$ cat src/common/memPkg.sv
/*
 * Memory-side definitions for the instruction fetch subsystem.
 * Fetch address, instruction, block and load-port widths, plus the
 * fixed read latency of the instruction memory.
 */
`default_nettype none

package memPkg;

    // 4 KiB byte-addressed instruction space
    localparam int ADDR_BITS       = 12;
    localparam int WORD_BITS       = 32;
    localparam int BLOCK_WORDS     = 4;
    localparam int BLOCK_BITS      = WORD_BITS * BLOCK_WORDS;
    // address without the four offset bits
    localparam int BLOCK_ADDR_BITS = ADDR_BITS - 4;

    // cycles from memReq to memValid
    localparam int MEM_LATENCY     = 4;

    typedef logic [ADDR_BITS-1:0]       addrT;
    typedef logic [WORD_BITS-1:0]       wordT;
    // word 0 sits in the low bits
    typedef logic [BLOCK_BITS-1:0]      blockT;
    typedef logic [BLOCK_ADDR_BITS-1:0] blockAddrT;
    typedef logic [ADDR_BITS-3:0]       wordAddrT;

    // latency countdown in the memory
    typedef logic [$clog2(MEM_LATENCY+1)-1:0] latCntT;

endpackage

`default_nettype wire

$ cat src/common/icachePkg.sv
/*
 * Instruction cache geometry.
 * Associativity, set count and the field widths that split a block
 * address into tag and index and a fetch address into word offset.
 */
`default_nettype none

package icachePkg;

    // 4-way, 8 sets of 16-byte blocks
    localparam int WAYS        = 4;
    localparam int SETS        = 8;

    // block address is {tag, index}
    localparam int INDEX_BITS  = 3;
    localparam int TAG_BITS    = 5;

    // word within a block
    localparam int OFFSET_BITS = 2;

    typedef logic [INDEX_BITS-1:0]  indexT;
    typedef logic [TAG_BITS-1:0]    tagT;

    // one bit per way, used for valid, MRU, hit and victim masks
    typedef logic [WAYS-1:0]        wayMaskT;

    typedef logic [OFFSET_BITS-1:0] offsetT;

    /*
     * Fetch address layout, top to bottom:
     *   tag (5) | index (3) | word offset (2) | byte (2)
     */

endpackage

`default_nettype wire

$ cat src/icache/icacheArray.sv
/*
 * Instruction cache storage.
 * Holds valid bits, tags, data blocks and one MRU status bit per way.
 * Lookup and victim choice are combinational, fills and MRU updates
 * happen on the clock edge.
 */
`timescale 1ns/1ps
`default_nettype none

module icacheArray (
    input  logic              clk,
    input  logic              rst,
    input  logic              ren,
    input  logic              memWen,
    input  memPkg::blockAddrT blockAddr,
    input  memPkg::blockT     dataIn,
    output logic              hit,
    output memPkg::blockT     dataOut
);

    // per-set control columns
    icachePkg::wayMaskT validBits  [icachePkg::SETS];
    icachePkg::wayMaskT statusBits [icachePkg::SETS];

    // payload columns
    icachePkg::tagT     tagMem  [icachePkg::SETS][icachePkg::WAYS];
    memPkg::blockT      dataMem [icachePkg::SETS][icachePkg::WAYS];

    icachePkg::indexT   index;
    icachePkg::tagT     tag;
    icachePkg::wayMaskT hitWays;
    icachePkg::wayMaskT victimWays;
    icachePkg::wayMaskT touchWays;
    icachePkg::wayMaskT statusNext;

    // isolate the lowest set bit of a mask
    function automatic icachePkg::wayMaskT lowestOne(input icachePkg::wayMaskT m);
        return m & (~m + icachePkg::wayMaskT'(1));
    endfunction

    assign index = blockAddr[icachePkg::INDEX_BITS-1:0];
    assign tag   = blockAddr[icachePkg::INDEX_BITS +: icachePkg::TAG_BITS];

    // compare all ways of the set at once
    always_comb begin
        hitWays = '0;
        dataOut = '0;
        for (int w = 0; w < icachePkg::WAYS; w++) begin
            if (validBits[index][w] && (tagMem[index][w] == tag)) begin
                hitWays[w] = 1'b1;
                dataOut    = dataMem[index][w];
            end
        end
    end

    assign hit = |hitWays;

    /*
     * Victim: lowest invalid way while the set has room, otherwise the
     * lowest way whose MRU bit is clear. The update rule below never
     * leaves all MRU bits set, so a clear bit always exists.
     */
    always_comb begin
        if (&validBits[index]) begin
            victimWays = lowestOne(~statusBits[index]);
        end else begin
            victimWays = lowestOne(~validBits[index]);
        end
    end

    // way touched this cycle, a fill wins over a read
    always_comb begin
        if (memWen) begin
            touchWays = victimWays;
        end else if (ren) begin
            touchWays = hitWays;
        end else begin
            touchWays = '0;
        end
    end

    // set the touched bit, restart the round if all bits would be one
    always_comb begin
        statusNext = statusBits[index] | touchWays;
        if (&statusNext) begin
            statusNext = touchWays;
        end
    end

    always_ff @(posedge clk or negedge rst) begin
        if (!rst) begin
            for (int s = 0; s < icachePkg::SETS; s++) begin
                validBits[s]  <= '0;
                statusBits[s] <= '0;
            end
        end else begin
            if (memWen) begin
                validBits[index] <= validBits[index] | victimWays;
            end
            // a read miss touches nothing
            if (|touchWays) begin
                statusBits[index] <= statusNext;
            end
        end
    end

    // block fill into the victim way
    always_ff @(posedge clk) begin
        if (memWen) begin
            for (int w = 0; w < icachePkg::WAYS; w++) begin
                if (victimWays[w]) begin
                    tagMem[index][w]  <= tag;
                    dataMem[index][w] <= dataIn;
                end
            end
        end
    end

    // controller never reads and fills in the same cycle
    assert property (@(posedge clk) disable iff (!rst) !(ren && memWen))
        else $error("icacheArray: ren and memWen high together");

endmodule

`default_nettype wire

$ cat config.mk
export PLATFORM = sky130hd
export DESIGN_NAME = icacheArray
export DESIGN_NICKNAME = d
export VERILOG_FILES = /design/src/common/memPkg.sv /design/src/common/icachePkg.sv /design/src/icache/icacheArray.sv
export SDC_FILE = /design/constraint.sdc
export NUM_CORES = 2
export LEC_CHECK = 0
export BUFFER_PORTS_ARGS = -buffer_cell sky130_fd_sc_hd__buf_2
export CORE_MARGIN = 3
export CORE_UTILIZATION = 32
export CTS_CLUSTER_DIAMETER = 60
export DETAILED_ROUTE_END_ITERATION = 7
export GPL_TIMING_DRIVEN = 0
export PLACE_DENSITY = 0.44
export REMOVE_ABC_BUFFERS = 1
export SLEW_MARGIN = 20
export SYNTH_ARGS = -nofsm -noshare
export SYNTH_HDL_FRONTEND = slang
export SYNTH_MEMORY_MAX_BITS = 65536
export SYNTH_SLANG_ARGS = --single-unit
$ cat constraint.sdc
create_clock -name clk -period 11.6 [get_ports clk]
set_input_delay 1.16 -clock clk [delete_from_list [all_inputs] [get_ports clk]]
set_output_delay 1.16 -clock clk [all_outputs]
set_load 0.02 [all_outputs]
==> results.sh <==
export IMPL_clock_sinks=4320
export IMPL_start_util_pct=32.2
export IMPL_worstSetupStartpointType="input pin"
export IMPL_slowest_stage="nor4_4"
export IMPL_yosys_warnings=0
export IMPL_drt_antenna_violating_nets=0
export IMPL_clk_pin_slew_ns=0.06
export IMPL_p_comb_share_pct=6.5
export IMPL_synthTopCellsByArea="edfxtp_1, a22oi_1, o22ai_1"
export IMPL_postSynth_asyncResetShare_pct=1.48
export IMPL_critical_path_cell_count=12
export IMPL_yosysMostFrequentCell="edfxtp_1"
export IMPL_worst_path_most_repeated_cell="buf_16"
export IMPL_synth_main_ff_cell="edfxtp_1"
export IMPL_crit_path_end_kind="primary output"
export IMPL_ys_seq_area_share_pct=82.6
export IMPL_reg2reg_to="dataMem[1][373]"
export IMPL_cts_resized=0
export IMPL_gp_congestion=0.686
export IMPL_cts_htree_levels=5
export IMPL_grt_pass1_vias=88100
export IMPL_dp_hpwl_um=340000
export IMPL_placedInstanceArea_sq_um=179000
export IMPL_synth_common_cells="edfxtp_1, a22oi_1, o22ai_1, clkbuf_1, a221oi_1"
export IMPL_routedWlPerCell_um=33.3
export IMPL_finalHoldViolCount=0
export IMPL_p_switching_mw=7.38
export IMPL_ir_worst_vdd_v=0.000121
export IMPL_status="finished clean"
export IMPL_cp_arrival_ns=6.45
export IMPL_min_period_ns=7.61
export IMPL_cellPowerDensity_nw_per_um2=174
export IMPL_worstMarginPinSlew_ns=1.16
export IMPL_die_area_sq_um=498000
export IMPL_cts_hold_repair_buffers=0
export IMPL_antenna_found_initial=98
export IMPL_yosys_area_top_type="edfxtp_1"
export IMPL_ioPinCount=269
export IMPL_synth_top_cell_area_share_pct=81.6
export IMPL_netlist_instances=8132
export IMPL_cp_top_family="simple AND/OR/NAND/NOR gates"
export IMPL_wirelength_um=526000
export IMPL_fin_setup_tns_ns=0
export IMPL_grt_first_pass_wirelength_um=726000
export IMPL_drv_cap=0
export IMPL_num_vias=89000
export IMPL_postCtsSetupBuffers=0
export IMPL_required_ns=10.44
export IMPL_clock_path_buffers=4
export IMPL_max_clock_freq_ghz=0.131
export IMPL_pre_cts_ws_ns=3.98
export IMPL_crit_chain="buf_4, nand2_1, o22ai_1, or3_1, nand4_1, nor4_4, nand2_8, buf_16, buf_16, o211ai_1, a31o_2, buf_2"
export IMPL_finalWorstSetupSlack_ns=3.99
export IMPL_synth_ff_latch_count=4320
export IMPL_power_leakage_nw=59.4
export IMPL_cp_max_fo=47
export IMPL_drtIter0Drc=9290
export IMPL_numCtsBuffers=431
export IMPL_clock_root_buffer="clkbuf_16"
export IMPL_hold_path_class="input pin to async pin"
export IMPL_die_y_um=706
export IMPL_reg2regPathDepth=11
export IMPL_swShare_pct=22.1
export IMPL_clockPowerShare_pct=40.8
export IMPL_core_area_sq_um=487000
export IMPL_insertion_delay_ns=0.97
export IMPL_seq_power_share_pct=52.7
export IMPL_syn_area_sq_um=157000
export IMPL_setup_viol=0
export IMPL_criticalPathCategory="input pin to primary output"
export IMPL_rsz0062_at_grt="no"
export IMPL_die_x_um=706
export IMPL_r2r_start="validBits[1]"
export IMPL_rows=256
export IMPL_syn_to_final_growth_pct=22.8
export IMPL_grtUsageTotal_pct=20.5
export IMPL_drive_gt1_share_pct=19.5
export IMPL_fin_worst_skew_ns=0.0277
export IMPL_synth_edf_count=4256
export IMPL_slew_headroom_pct=21.8
export IMPL_nets=9096
export IMPL_vias_per_cell=5.64
export IMPL_overflow=0
export IMPL_first_pass_iters=5
export IMPL_slew_viol_final=0
export IMPL_synth_area_per_cell_sq_um=19.3
export IMPL_drc=0
export IMPL_path_buf_inv=4
export IMPL_p_int_mw=26.1
export IMPL_r2r_slack_ns=7.02
export IMPL_design_area_sq_um=192000
export IMPL_grt_max_degree=55
export IMPL_finalCritPeriodShare_pct=65.6
export IMPL_cts_tree="done"
export IMPL_power_mw=33.4
export IMPL_cpPeakStageDelay_ns=1.04
export IMPL_port_buffers=268
export IMPL_synth_distinct_cells=71
[flip-flops by register name (all words and copies together) (netlist names)]
name / count
validBits: 32
dataMem: 4096
statusBits: 32
tagMem: 160
[routing by layer]
layer	part of all wire (%)	global-route usage, %	wire [um]	vias to the layer above
met3	6.9	3.68	36200	758
met5	0.081	0	425	-
met2	48	33.9	252000	3384
met1	43	28.2	225000	47800
met4	2.2	4.28	11600	68
li1	-	-	-	37000
[cell families after synthesis]
group                     after synthesis  synth area share, %
and+or+nand+nor                       398                 1.57
buffers and inverters                 583                 1.51
xor gates and xnor gates               11               0.0615
AOI/OAI and AO/OA                    2722                 13.4
DFF                                  4320                 82.6
muxes                                  98                0.844
[power by group through the flow]
stage / Combinational [mW] / Clock, mW / Sequential (mW)
4_1_cts: 2.18 / 14.0 / 17.6
2_1_floorplan: 0.975 / 0 / 18.0
6_report: 2.17 / 13.7 / 17.6
3_3_place_gp: 2.14 / 0 / 18.2
3_5_place_dp: 2.18 / 0 / 17.9
5_1_grt: 2.29 / 14.6 / 17.6
[worst max-delay path by stage]
stage                     slack, ns               to         start
final                          3.99      dataOut[46]  blockAddr[1]
after global routing           3.90      dataOut[46]  blockAddr[1]
after CTS                      3.99      dataOut[57]  blockAddr[1]
after detailed placement       3.98      dataOut[57]  blockAddr[1]
after global placement       -88.53  dataMem[2][354]  blockAddr[0]
after floorplan              -21.32  dataMem[2][384]  blockAddr[0]
[placed cells by master, fill, tap and decap left out, types with 11 or more instances in the layout]
master | netlist | final
nand2_1 | 46 | 40
nor2_4 | 1 | 36
mux4_2 | 24 | 24
a2bb2oi_1 | 32 | 32
mux2_2 | 27 | 27
edfxtp_1 | 4256 | 4256
a31o_2 | 108 | 108
buf_16 | 0 | 241
o211ai_1 | 129 | 129
clkinv_2 | 0 | 85
a22o_1 | 258 | 258
clkinvlp_4 | 0 | 24
buf_6 | 12 | 42
o22ai_1 | 534 | 534
a31o_1 | 21 | 21
a31oi_1 | 129 | 129
or4_1 | 127 | 127
mux2i_1 | 44 | 44
a311oi_1 | 33 | 33
buf_12 | 0 | 294
clkinv_1 | 0 | 101
inv_6 | 0 | 11
clkbuf_1 | 477 | 83
dfrtp_1 | 64 | 64
clkbuf_16 | 0 | 447
a22oi_1 | 1028 | 1028
nand4_1 | 132 | 132
a221oi_1 | 259 | 259
buf_2 | 44 | 264
buf_4 | 8 | 53
diode_2 | 0 | 23
buf_8 | 0 | 72
o21ai_0 | 32 | 32
nand2b_1 | 11 | 11
bufinv_16 | 0 | 35
a41o_1 | 127 | 127
[cell type report]
type	count	area, sq um
Tap cell	6450	8070
Clock inverter	262	2210
Antenna cell	23	57.6
Inverter	8	30.0
Timing Repair Buffer	966	15800
Fill cell	43300	294000
Sequential cell	4320	129000
Multi-Input combinational cell	3229	25200
Clock buffer	536	11600
[through the flow]
step	instances	hold WS (ns)	utilization, %
after global placement	14300	0.446	33.6
after floorplan	7557	0.429	-
after detailed placement	15000	0.453	36.7
after global routing	15800	0.120	39.5
after CTS	15800	0.0600	39.5
final	15800	0.150	39.5
No activity file was read; power rests on OpenSTA's default activity.
