==> config.mk <==
export PLATFORM = sky130hd
export DESIGN_NAME = icacheCtrl
export DESIGN_NICKNAME = d
export VERILOG_FILES = /design/src/common/memPkg.sv /design/src/common/icachePkg.sv /design/src/icache/icacheCtrl.sv
export SDC_FILE = /design/constraint.sdc
export NUM_CORES = 1
export LEC_CHECK = 0
export BUFFER_PORTS_ARGS = -buffer_cell sky130_fd_sc_hd__buf_4
export CORE_MARGIN = 2
export CORE_UTILIZATION = 30
export DETAILED_ROUTE_END_ITERATION = 16
export SYNTH_ARGS = -nofsm -noshare
export SYNTH_HDL_FRONTEND = slang
export SYNTH_SLANG_ARGS = --single-unit
==> constraint.sdc <==
create_clock -name clk -period 4.2 [get_ports clk]
set_input_delay 0.42 -clock clk [delete_from_list [all_inputs] [get_ports clk]]
set_output_delay 0.42 -clock clk [all_outputs]
set_load 0.1 [all_outputs]
==> src/common/memPkg.sv <==
/*
 * Memory-side definitions for the instruction fetch subsystem.
 * Fetch address, instruction, block and load-port widths, plus the
 * fixed read latency of the instruction memory.
 */
`default_nettype none

package memPkg;

    // 4 KiB byte-addressed instruction space
    localparam int ADDR_BITS       = 12;
    localparam int WORD_BITS       = 32;
    localparam int BLOCK_WORDS     = 4;
    localparam int BLOCK_BITS      = WORD_BITS * BLOCK_WORDS;
    // address without the four offset bits
    localparam int BLOCK_ADDR_BITS = ADDR_BITS - 4;

    // cycles from memReq to memValid
    localparam int MEM_LATENCY     = 4;

    typedef logic [ADDR_BITS-1:0]       addrT;
    typedef logic [WORD_BITS-1:0]       wordT;
    // word 0 sits in the low bits
    typedef logic [BLOCK_BITS-1:0]      blockT;
    typedef logic [BLOCK_ADDR_BITS-1:0] blockAddrT;
    typedef logic [ADDR_BITS-3:0]       wordAddrT;

    // latency countdown in the memory
    typedef logic [$clog2(MEM_LATENCY+1)-1:0] latCntT;

endpackage

`default_nettype wire

==> src/common/icachePkg.sv <==
/*
 * Instruction cache geometry.
 * Associativity, set count and the field widths that split a block
 * address into tag and index and a fetch address into word offset.
 */
`default_nettype none

package icachePkg;

    // 4-way, 8 sets of 16-byte blocks
    localparam int WAYS        = 4;
    localparam int SETS        = 8;

    // block address is {tag, index}
    localparam int INDEX_BITS  = 3;
    localparam int TAG_BITS    = 5;

    // word within a block
    localparam int OFFSET_BITS = 2;

    typedef logic [INDEX_BITS-1:0]  indexT;
    typedef logic [TAG_BITS-1:0]    tagT;

    // one bit per way, used for valid, MRU, hit and victim masks
    typedef logic [WAYS-1:0]        wayMaskT;

    typedef logic [OFFSET_BITS-1:0] offsetT;

    /*
     * Fetch address layout, top to bottom:
     *   tag (5) | index (3) | word offset (2) | byte (2)
     */

endpackage

`default_nettype wire

==> src/icache/icacheCtrl.sv <==
/*
 * Instruction fetch controller.
 * Looks up each fetch in the cache, delivers hits one cycle later and
 * walks a miss through refill and a retry lookup.
 */
`timescale 1ns/1ps
`default_nettype none

module icacheCtrl (
    input  logic              clk,
    input  logic              rst,
    input  logic              req,
    input  memPkg::addrT      addr,
    input  logic              arrHit,
    input  memPkg::blockT     arrData,
    input  logic              memValid,
    output memPkg::wordT      instr,
    output logic              valid,
    output logic              wasHit,
    output logic              busy,
    output logic              arrRen,
    output logic              arrWen,
    output memPkg::blockAddrT arrBlockAddr,
    output logic              memReq,
    output memPkg::blockAddrT memBlockAddr
);

    typedef enum logic [1:0] {
        stIdle,
        stWait,
        stFill,
        stRetry
    } stateT;

    stateT              state;
    stateT              stateNext;

    // miss context, held until the retry delivers
    memPkg::blockAddrT  missBlock;
    icachePkg::offsetT  missOffset;

    memPkg::blockAddrT  reqBlock;
    icachePkg::offsetT  reqOffset;
    icachePkg::offsetT  wordSel;
    logic               newLookup;
    logic               newMiss;
    logic               deliver;

    // skip the two byte bits
    assign reqOffset = addr[2 +: icachePkg::OFFSET_BITS];
    assign reqBlock  = addr[memPkg::ADDR_BITS-1 -: memPkg::BLOCK_ADDR_BITS];

    assign newLookup = (state == stIdle) && req;
    assign newMiss   = newLookup && !arrHit;
    // word goes out next cycle on a fresh hit or on the retry
    assign deliver   = (newLookup && arrHit) || (state == stRetry);

    assign arrRen       = newLookup || (state == stRetry);
    assign arrWen       = (state == stFill) && memValid;
    assign arrBlockAddr = (state == stIdle) ? reqBlock : missBlock;
    assign wordSel      = (state == stIdle) ? reqOffset : missOffset;

    assign memReq       = (state == stWait);
    assign memBlockAddr = missBlock;
    assign busy         = (state != stIdle);

    always_comb begin
        stateNext = state;
        case (state)
            stIdle:  if (newMiss) stateNext = stWait;
            // request goes out for one cycle
            stWait:  stateNext = stFill;
            stFill:  if (memValid) stateNext = stRetry;
            stRetry: stateNext = stIdle;
            default: stateNext = stIdle;
        endcase
    end

    always_ff @(posedge clk or negedge rst) begin
        if (!rst) begin
            state  <= stIdle;
            valid  <= 1'b0;
            wasHit <= 1'b0;
        end else begin
            state  <= stateNext;
            valid  <= deliver;
            wasHit <= deliver && (state == stIdle);
        end
    end

    always_ff @(posedge clk) begin
        if (newMiss) begin
            missBlock  <= reqBlock;
            missOffset <= reqOffset;
        end
        if (deliver) begin
            instr <= arrData[wordSel*memPkg::WORD_BITS +: memPkg::WORD_BITS];
        end
    end

    // a miss stays silent until its single delivery
    assert property (@(posedge clk) disable iff (!rst)
        newMiss |=> !valid [*(memPkg::MEM_LATENCY+2)] ##1 (valid && !wasHit))
        else $error("icacheCtrl: bad valid sequence across a miss");

    // the refilled block must be found again
    assert property (@(posedge clk) disable iff (!rst) (state == stRetry) |-> arrHit)
        else $error("icacheCtrl: retry lookup missed");

endmodule

`default_nettype wire

==> results of run 1 <==
==> report_power, final <==
part           switching [uW]  leakage, uW  internal (uW)
Sequential               54.7     0.000443            738
Combinational            1730      0.00130            609
Clock                     138    0.0000426            115
Total                    1920      0.00178           1460
==> state kept, by name, summed over array words and instances, names as in the netlist <==
register      cells
instr            32
wasHit            1
memBlockAddr      8
state             2
valid             1
missOffset        2
==> worst paths after layout <==
| check | to | cells after the start | slack [ns] |
|---|---|---|---|
| setup / recovery | instr[0] | 5 | 1.33 |
| hold / removal | memBlockAddr[4] | 1 | 0.32 |
| setup reg to reg | instr[0] | 5 | 1.33 |
| hold reg to reg | state[1] | 1 | 0.59 |
| max in group asynchronous | state[0] | 2 | 3.64 |
| min in group asynchronous | wasHit | 2 | 0.46 |
==> layout by cell type (no fill, tap or decap), types with 2 or more instances in the layout <==
| master | n |
|---|---|
| mux4_2 | 31 |
| buf_4 | 197 |
| ha_1 | 5 |
| edfxtp_1 | 42 |
| clkbuf_8 | 5 |
| dfrtp_1 | 4 |
| mux2_2 | 9 |
| inv_1 | 4 |
| mux2i_4 | 2 |
| a21oi_1 | 2 |
==> kinds of logic after synthesis <==
group	synth area share (%)
AND/OR/NAND/NOR	1.405
buffers and inverters	2.861
flip-flops	56.61
multiplexers	35.33
AO/OA/AOI/OAI	1.197
adder cells (fa/ha/maj)	2.601
==> cell type report <==
class                   instances  area [sq um]
repair buffers                199          1509
fillers                       658          3637
clock buffers                   6         72.57
flip-flops and latches         46          1361
well taps                     102         127.6
clock inverters                 2         8.758
multi-input cells              58         996.0
inverters                       4         15.01
==> layer usage <==
metal	track usage [%]	vias up	wire length (microns)
met5	0	-	0
met4	4.227	0	93
met3	4.996	7	680
met2	30.28	108	4022
met1	18.25	915	2510
li1	-	894	-
==> what timing repair did <==
action | in CTS | in global routing
hold buffers | 1 | 0
endpoints found under the hold margin | 4 | 0
setup endpoints to repair | 0 | 0
setup buffers | 0 | 0
==> through the flow <==
step | setup WS, ns | cells | hold slack (ns)
2_1_floorplan | 2.098 | 115 | 0.1244
3_3_place_gp | 1.303 | 408 | 0.2201
3_5_place_dp | 1.265 | 408 | 0.2194
4_1_cts | 1.258 | 417 | 0.3039
5_1_grt | 1.127 | 417 | 0.2995
6_report | 1.326 | 417 | 0.3151
==> impl_metrics.toml, run 1 <==
[logic_synthesis]
synth_edf_count = 42
synth.yosys.seq_area_share_pct = 56.61
synth_cells = 115
synth_seq_cells = 46
ys_top_cells_by_count = "42 x edfxtp_1, 31 x mux4_2, 9 x mux2_2"
ys_warn_count = 0
synthFlopType = "edfxtp_1"
synth_cell_types = 20
ys_top_cells_by_area = "edfxtp_1 52%, mux4_2 29%, mux2_2 4.2%"
avgSynthCellArea_sq_um = 20.91
syn-cell-area_sq_mm = 0.002405
synth_nets = 265
netlist.area_leader.share_pct = 52.45
yosysTopAreaCell = "edfxtp_1"
yosysMostFrequentCell = "edfxtp_1"
async_flop_share_pct = 8.696

[power_and_ir_drop]
powerDensity_mw_per_mm2 = 828.1
peakVddDrop_mv = 0.3047
finalPower_uw = 3387
p_leak_uw = 0.001782

[global_routing]
grtUsageTotal_pct = 16.37
grt_pass1_wl_microns = 10710
grt_antenna_before_repair = 0
grt_start_max_net_pins = 34
grt_pass1_vias = 2122
grt-ovfl-total = 0

[worst_setup_path]
cp-end-kind = "register"
slowest_delay_ns = 0.60
required_ns = 4.23
critPathLaunchType = "register"
critical_path.max_fanout = 25
cp_top_family = "multiplexers"
cp_num_buf_inv = 2
critPathKind = "register to register"
regToRegStartpoint = "state[0]"
cp.arrival_ns = 2.90
path_cells = "inv_1 > ha_1 > mux2i_4 > buf_12 > mux4_1"
crit_slowest_cell = "ha_1"
critPathLaunch = "state[0]"

[timing]
relSlewSlack_pct = 42.64
fin_crit_sh_pct = 68.42
hold_viol = 0
fin_crit_ns = 2.874
tightest_slew_ns = 0.8605
setup_tns_ns = 0
skew_ns = 0.004697
final_max_slew_viol_count = 0
rsz0062_at_grt = "false"
setup_viol = 0
fmax_mhz = 348.0

[detailed_routing]
routed_wl_microns = 7307
drt_iter0_drc = 22
drt-wirelength-per-cell_microns = 17.52
via_per_inst = 4.614
num_vias = 1924
antenna_left = 0
drc = 0
drt-pass1-iter-count = 4

[die]
die_w_microns = 93.53
core_area_sq_mm = 0.007727
die-area_sq_mm = 0.008748
ios = 199
die_y_microns = 93.53
start_util_pct = 31.12
rows = 32

[cells_and_area]
finalCoreUtilization_pct = 52.93
finalNetCount = 464
n_antenna_cell = 0
areaGrowthSynthToFinish_pct = 70.08
drive_above_1_share_pct = 78.41
design_area_sq_mm = 0.004090

[place]
io_buffers = 196
place.gp.congestion = 0.6939
placed_area_sq_mm = 0.003999
post-dp-hpwl_microns = 6169

[clock_tree]
cts_resized = 0
clockBufferDepth = 2
worstSkewPairLatency_ns = 0.29
htreeDepth = 2
root_buffer = "clkbuf_8"
cts_tree = "done"
numCtsBuffers = 5
cts.sinks = 46
clk_pin_slew_ns = 0.08

[run_status]
status = "finished, final reports clean"

[min_path]
hp-start = "addr[8]"
hold_path_class = "input pin to register"

[job]
cap_viol_max_count = 0
Note: power is estimated with default switching activity, not from simulation.
==> inputs of run 2 (changes only) <==
--- a/config.mk
+++ b/config.mk
@@ -9,6 +9,7 @@
 export CORE_MARGIN = 2
 export CORE_UTILIZATION = 30
 export DETAILED_ROUTE_END_ITERATION = 16
+export PLACE_DENSITY = 0.67
 export SYNTH_ARGS = -nofsm -noshare
 export SYNTH_HDL_FRONTEND = slang
 export SYNTH_SLANG_ARGS = --single-unit
==> constraint.sdc (replaced) <==
create_clock -name clk -period 2.6 [get_ports clk]
set_input_delay 0.26 -clock clk [delete_from_list [all_inputs] [get_ports clk]]
set_output_delay 0.26 -clock clk [all_outputs]
set_load 0.1 [all_outputs]
==> impl_metrics.toml, run 2 (synthesis results as in run 1) <==
[run_status]
status = "finished, final reports clean"

[power_and_ir_drop]
power_frac_comb_pct = 69.0
p_seq_share_pct = 22.9
sw_frac_of_total_pct = 56.37
peakVddDrop_mv = 0.6541
clockPowerShare_pct = 8.2
finalPower_uw = 5541
p_int_uw = 2417
powerDensity_mw_per_mm2 = 1341
p_leak_uw = 0.001802
p_switching_uw = 3123

[detailed_routing]
drt-wirelength-per-cell_microns = 16.61
drt_iter0_drc = 18
drt-pass1-iter-count = 4
antenna_left = 0
wl_met3_microns = 630
routed.top_layer = "met4"
num_vias = 1931
via_per_inst = 4.609
wl_met2_microns = 3904
routed_wl_microns = 6961
drc = 0
wl_met1_microns = 2351

[timing]
tightest_slew_ns = 0.4305
final_max_slew_viol_count = 0
setup_tns_ns = 0
fmax_mhz = 462.7
fin_crit_ns = 2.161
setup_viol = 0
relSlewSlack_pct = 71.30
hold_viol = 0
hold-worst-slack_ns = 0.1490
rsz0062_at_grt = "false"
skew_ns = 0.007983
fin_crit_sh_pct = 83.13
worst_slack_ns = 0.4386

[cells_and_area]
final_common_cell = "buf_4"
areaGrowthSynthToFinish_pct = 71.80
largest_register = "instr"
multi_input_area_sq_um = 996.0
finalNetCount = 466
fillCellCount = 665
drive_above_1_share_pct = 79.18
largest_register_ff_count = 32
layout_common_cells = "198 x buf_4, 42 x edfxtp_1, 31 x mux4_2"
seqCellArea_sq_mm = 0.001361
n_antenna_cell = 0

[clock_tree]
cts_resized = 0
clk_pin_slew_ns = 0.09
cts_hold_buf = 1
worstSkewPairLatency_ns = 0.30
cts_tree = "done"
htreeDepth = 2
numCtsBuffers = 5
post-cts-setup-buffer-count = 0
root_buffer = "clkbuf_8"
cts.sinks = 46
clockBufferDepth = 2

[worst_setup_path]
critPathLaunchType = "register"
regToRegStartpoint = "state[0]"
reg2reg_to = "instr[0]"
reg2reg_slack_ns = 0.44
ff2ff_path_depth = 5
cp-end-kind = "register"
critPathKind = "register to register"
critical_path.max_fanout = 32
required_ns = 2.64
cp.arrival_ns = 2.21

[min_path]
whs_path_depth = 1
hp-start = "addr[10]"
holdPathEnd = "memBlockAddr[6]"
hold_path_class = "input pin to register"

[job]
cap_viol_max_count = 0

[die]
start_util_pct = 31.12
die_w_microns = 93.53
die-area_sq_mm = 0.008748
core_area_sq_mm = 0.007727
die_y_microns = 93.53
ios = 199
rows = 32

[global_routing]
grt_start_max_net_pins = 34
grt_pass1_wl_microns = 10140
grtUsageTotal_pct = 15.58
grt-ovfl-total = 0
grt_antenna_before_repair = 0
grt_pass1_vias = 1992

[place]
dp_slack_ns = 0.4286
io_buffers = 196
place.gp.congestion = 0.6983
post-dp-hpwl_microns = 5752
==> run 2: critical path, stage by stage (launching register included) <==
cell and delay, ns:
dfrtp_1 0.42, inv_1 0.11, ha_1 0.24, mux2i_4 0.27, buf_12 0.26, mux4_1 0.58
==> run 2: final cells by class <==
class                   count  share of cell area [%]
clock buffers               6                   1.999
inverters                   4                  0.3634
well taps                 102                   3.089
repair buffers            201                   37.19
clock inverters             2                  0.3028
flip-flops and latches     46                   32.95
multi-input cells          58                   24.11
==> run 2: metal layers <==
metal  up-vias  GRT usage (%)
li1        896              -
met1       927          17.03
met2       103          29.20
met3         5          4.754
met4         0          3.986
met5         -              0
==> run 2: power groups by stage <==
stage / Clock [uW] / Sequential, uW / Combinational, uW
final: 453 / 1270 / 3820
after global routing: 505 / 1290 / 3960
after detailed placement: 0 / 1280 / 3860
after global placement: 0 / 1280 / 3840
after CTS: 475 / 1270 / 3860
after floorplan: 0 / 2960 / 1360
==> run 2: how the worst max path moves through the flow <==
stage | cells past startpoint | to | from | slack [ns]
floorplan | 5 | instr[10] | state[0] | 0.50
global placement | 5 | instr[0] | state[0] | 0.45
detailed placement | 5 | instr[0] | state[0] | 0.43
CTS | 5 | instr[0] | state[0] | 0.40
global route | 5 | instr[0] | state[0] | 0.30
finish | 5 | instr[0] | state[0] | 0.44
==> run 2: per-stage QoR <==
stage                     cell area [sq um]  utilization (%)  std cells
final                                  4131            53.46        419
after global routing                   4131            53.46        419
after CTS                              4131            53.46        419
after detailed placement               4026            52.10        410
after global placement                 4026            52.10        410
after floorplan                        2405                -        115
==> inputs of run 3 (changes only) <==
--- a/config.mk
+++ b/config.mk
@@ -9,7 +9,6 @@
 export CORE_MARGIN = 2
 export CORE_UTILIZATION = 30
 export DETAILED_ROUTE_END_ITERATION = 16
-export PLACE_DENSITY = 0.67
 export SYNTH_ARGS = -nofsm -noshare
 export SYNTH_HDL_FRONTEND = slang
 export SYNTH_SLANG_ARGS = --single-unit
==> constraint.sdc (replaced) <==
create_clock -name clk -period 2 [get_ports clk]
set_input_delay 0.2 -clock clk [delete_from_list [all_inputs] [get_ports clk]]
set_output_delay 0.2 -clock clk [all_outputs]
set_load 0.1 [all_outputs]
==> impl_metrics.toml, run 3 (synthesis results as in run 1) <==
[run_status]
status = "finished, final reports clean"

[timing]
fin_crit_sh_pct = 99.61
skew_ns = 0.006883
fin_crit_ns = 1.992
rsz0062_at_grt = "true"
final_max_slew_viol_count = 0
fmax_mhz = 502.0
tightest_slew_ns = 0.3922
setup_tns_ns = 0
hold-worst-slack_ns = 0.09506
relSlewSlack_pct = 73.82
setup_viol = 0
hold_viol = 0

[die]
die_w_microns = 93.53
start_util_pct = 31.12
die-area_sq_mm = 0.008748
core_area_sq_mm = 0.007727
ios = 199
rows = 32
die_y_microns = 93.53

[detailed_routing]
num_vias = 2011
drc = 0
drt-wirelength-per-cell_microns = 17.17
routed_wl_microns = 7433
drt-pass1-iter-count = 4
drt_iter0_drc = 40
via_per_inst = 4.644
antenna_left = 0

[worst_setup_path]
cp_num_buf_inv = 3
path_cells = "inv_2 > ha_4 > mux2i_4 > buf_6 > clkbuf_16 > mux4_2"
cp_top_family = "multiplexers"
cp.arrival_ns = 2.03
cp-end-kind = "register"
critPathKind = "register to register"
reg2reg_to = "instr[29]"
cp.depth = 6
slowest_delay_ns = 0.49
crit_slowest_cell = "mux4_2"
reg2reg_slack_ns = 0.008
critical_path.max_fanout = 6
regToRegStartpoint = "state[0]"
required_ns = 2.04
critPathLaunchType = "register"
ff2ff_path_depth = 6

[place]
io_buffers = 196
place_inst = 417
post-dp-hpwl_microns = 6006
place.gp.congestion = 0.7377

[power_and_ir_drop]
p_int_uw = 3490
clockPowerShare_pct = 8.7
p_seq_share_pct = 21.6
powerDensity_mw_per_mm2 = 1768
sw_frac_of_total_pct = 54.28
power_frac_comb_pct = 69.7
p_switching_uw = 4143
p_leak_uw = 0.001894
peakVddDrop_mv = 0.7070

[min_path]
hp-start = "addr[5]"
whs_path_depth = 1
holdPathEnd = "memBlockAddr[1]"
hold_path_class = "input pin to register"

[global_routing]
grt-ovfl-total = 0
grt_antenna_before_repair = 0
grt_pass1_wl_microns = 10900
grt_pass1_vias = 2114
grtUsageTotal_pct = 16.51
grt_start_max_net_pins = 34

[cells_and_area]
drive_above_1_share_pct = 80.36
finalCoreUtilization_pct = 55.88
final_cells = 433
n_antenna_cell = 0
layout_common_cells = "206 x buf_4, 42 x edfxtp_1, 31 x mux4_2"
fillCellCount = 664
largest_register_ff_count = 32
final_common_cell = "buf_4"
largest_register = "instr"
areaGrowthSynthToFinish_pct = 79.55
finalNetCount = 480

[clock_tree]
numCtsBuffers = 5
clk_pin_slew_ns = 0.08
worstSkewPairLatency_ns = 0.29
cts.sinks = 46
htreeDepth = 2
root_buffer = "clkbuf_8"
cts_tree = "done"
clockBufferDepth = 2

[job]
cap_viol_max_count = 0
[run 3: layer usage]
layer | part of all wire, % | GRT usage, % | up-vias
met5 | 0 | 0 | -
met4 | 1.3 | 4.831 | 0
met3 | 9.9 | 6.205 | 8
met2 | 57 | 30.58 | 111
met1 | 32 | 17.35 | 968
li1 | - | - | 924
[run 3: cell type report]
type                            instances  area [sq um]  area share [%]
Sequential cell                        46          1361           31.53
Tap cell                              102         127.6           2.956
Inverter                                4         15.01          0.3477
Clock inverter                          1         30.03          0.6955
Timing Repair Buffer                  215          1699           39.35
Multi-Input combinational cell         58          1008           23.36
Clock buffer                            7         76.32           1.768
[run 3: power groups by stage]
| stage | clock (uW) | combinational (uW) | sequential [uW] |
|---|---|---|---|
| final | 665 | 5320 | 1650 |
| after global routing | 731 | 5530 | 1680 |
| after CTS | 695 | 5220 | 1650 |
| after detailed placement | 0 | 5210 | 1670 |
| after global placement | 0 | 5200 | 1660 |
| after floorplan | 0 | 1800 | 3850 |
[run 3: worst max path at each step]
| stage | slack (ns) | startpoint | endpoint |
|---|---|---|---|
| after floorplan | 0.02 | state[0] | instr[10] |
| after global placement | 0.02 | state[0] | instr[0] |
| after detailed placement | -0.007 | state[0] | instr[3] |
| after CTS | 0.03 | state[1] | instr[0] |
| after global routing | -0.07 | state[1] | instr[18] |
| final | 0.008 | state[0] | instr[29] |
[run 3: timing repair]
action / 4_1_cts / 5_1_grt
endpoints found under the hold margin: 4 / 0
setup endpoints to repair: 5 / 40
setup buffers: 0 / 5
resized for setup: 1 / 4
hold buffers: 1 / 0
cloned: 0 / 2
[run 3: through the flow]
stage | setup WS [ns] | cell area [sq um] | total power (uW)
2_1_floorplan | 0.01985 | 2426 | 5649
3_3_place_gp | 0.02225 | 4116 | 6850
3_5_place_dp | -0.007267 | 4116 | 6881
4_1_cts | 0.02500 | 4233 | 7567
5_1_grt | -0.06603 | 4318 | 7942
6_report | 0.007830 | 4318 | 7633
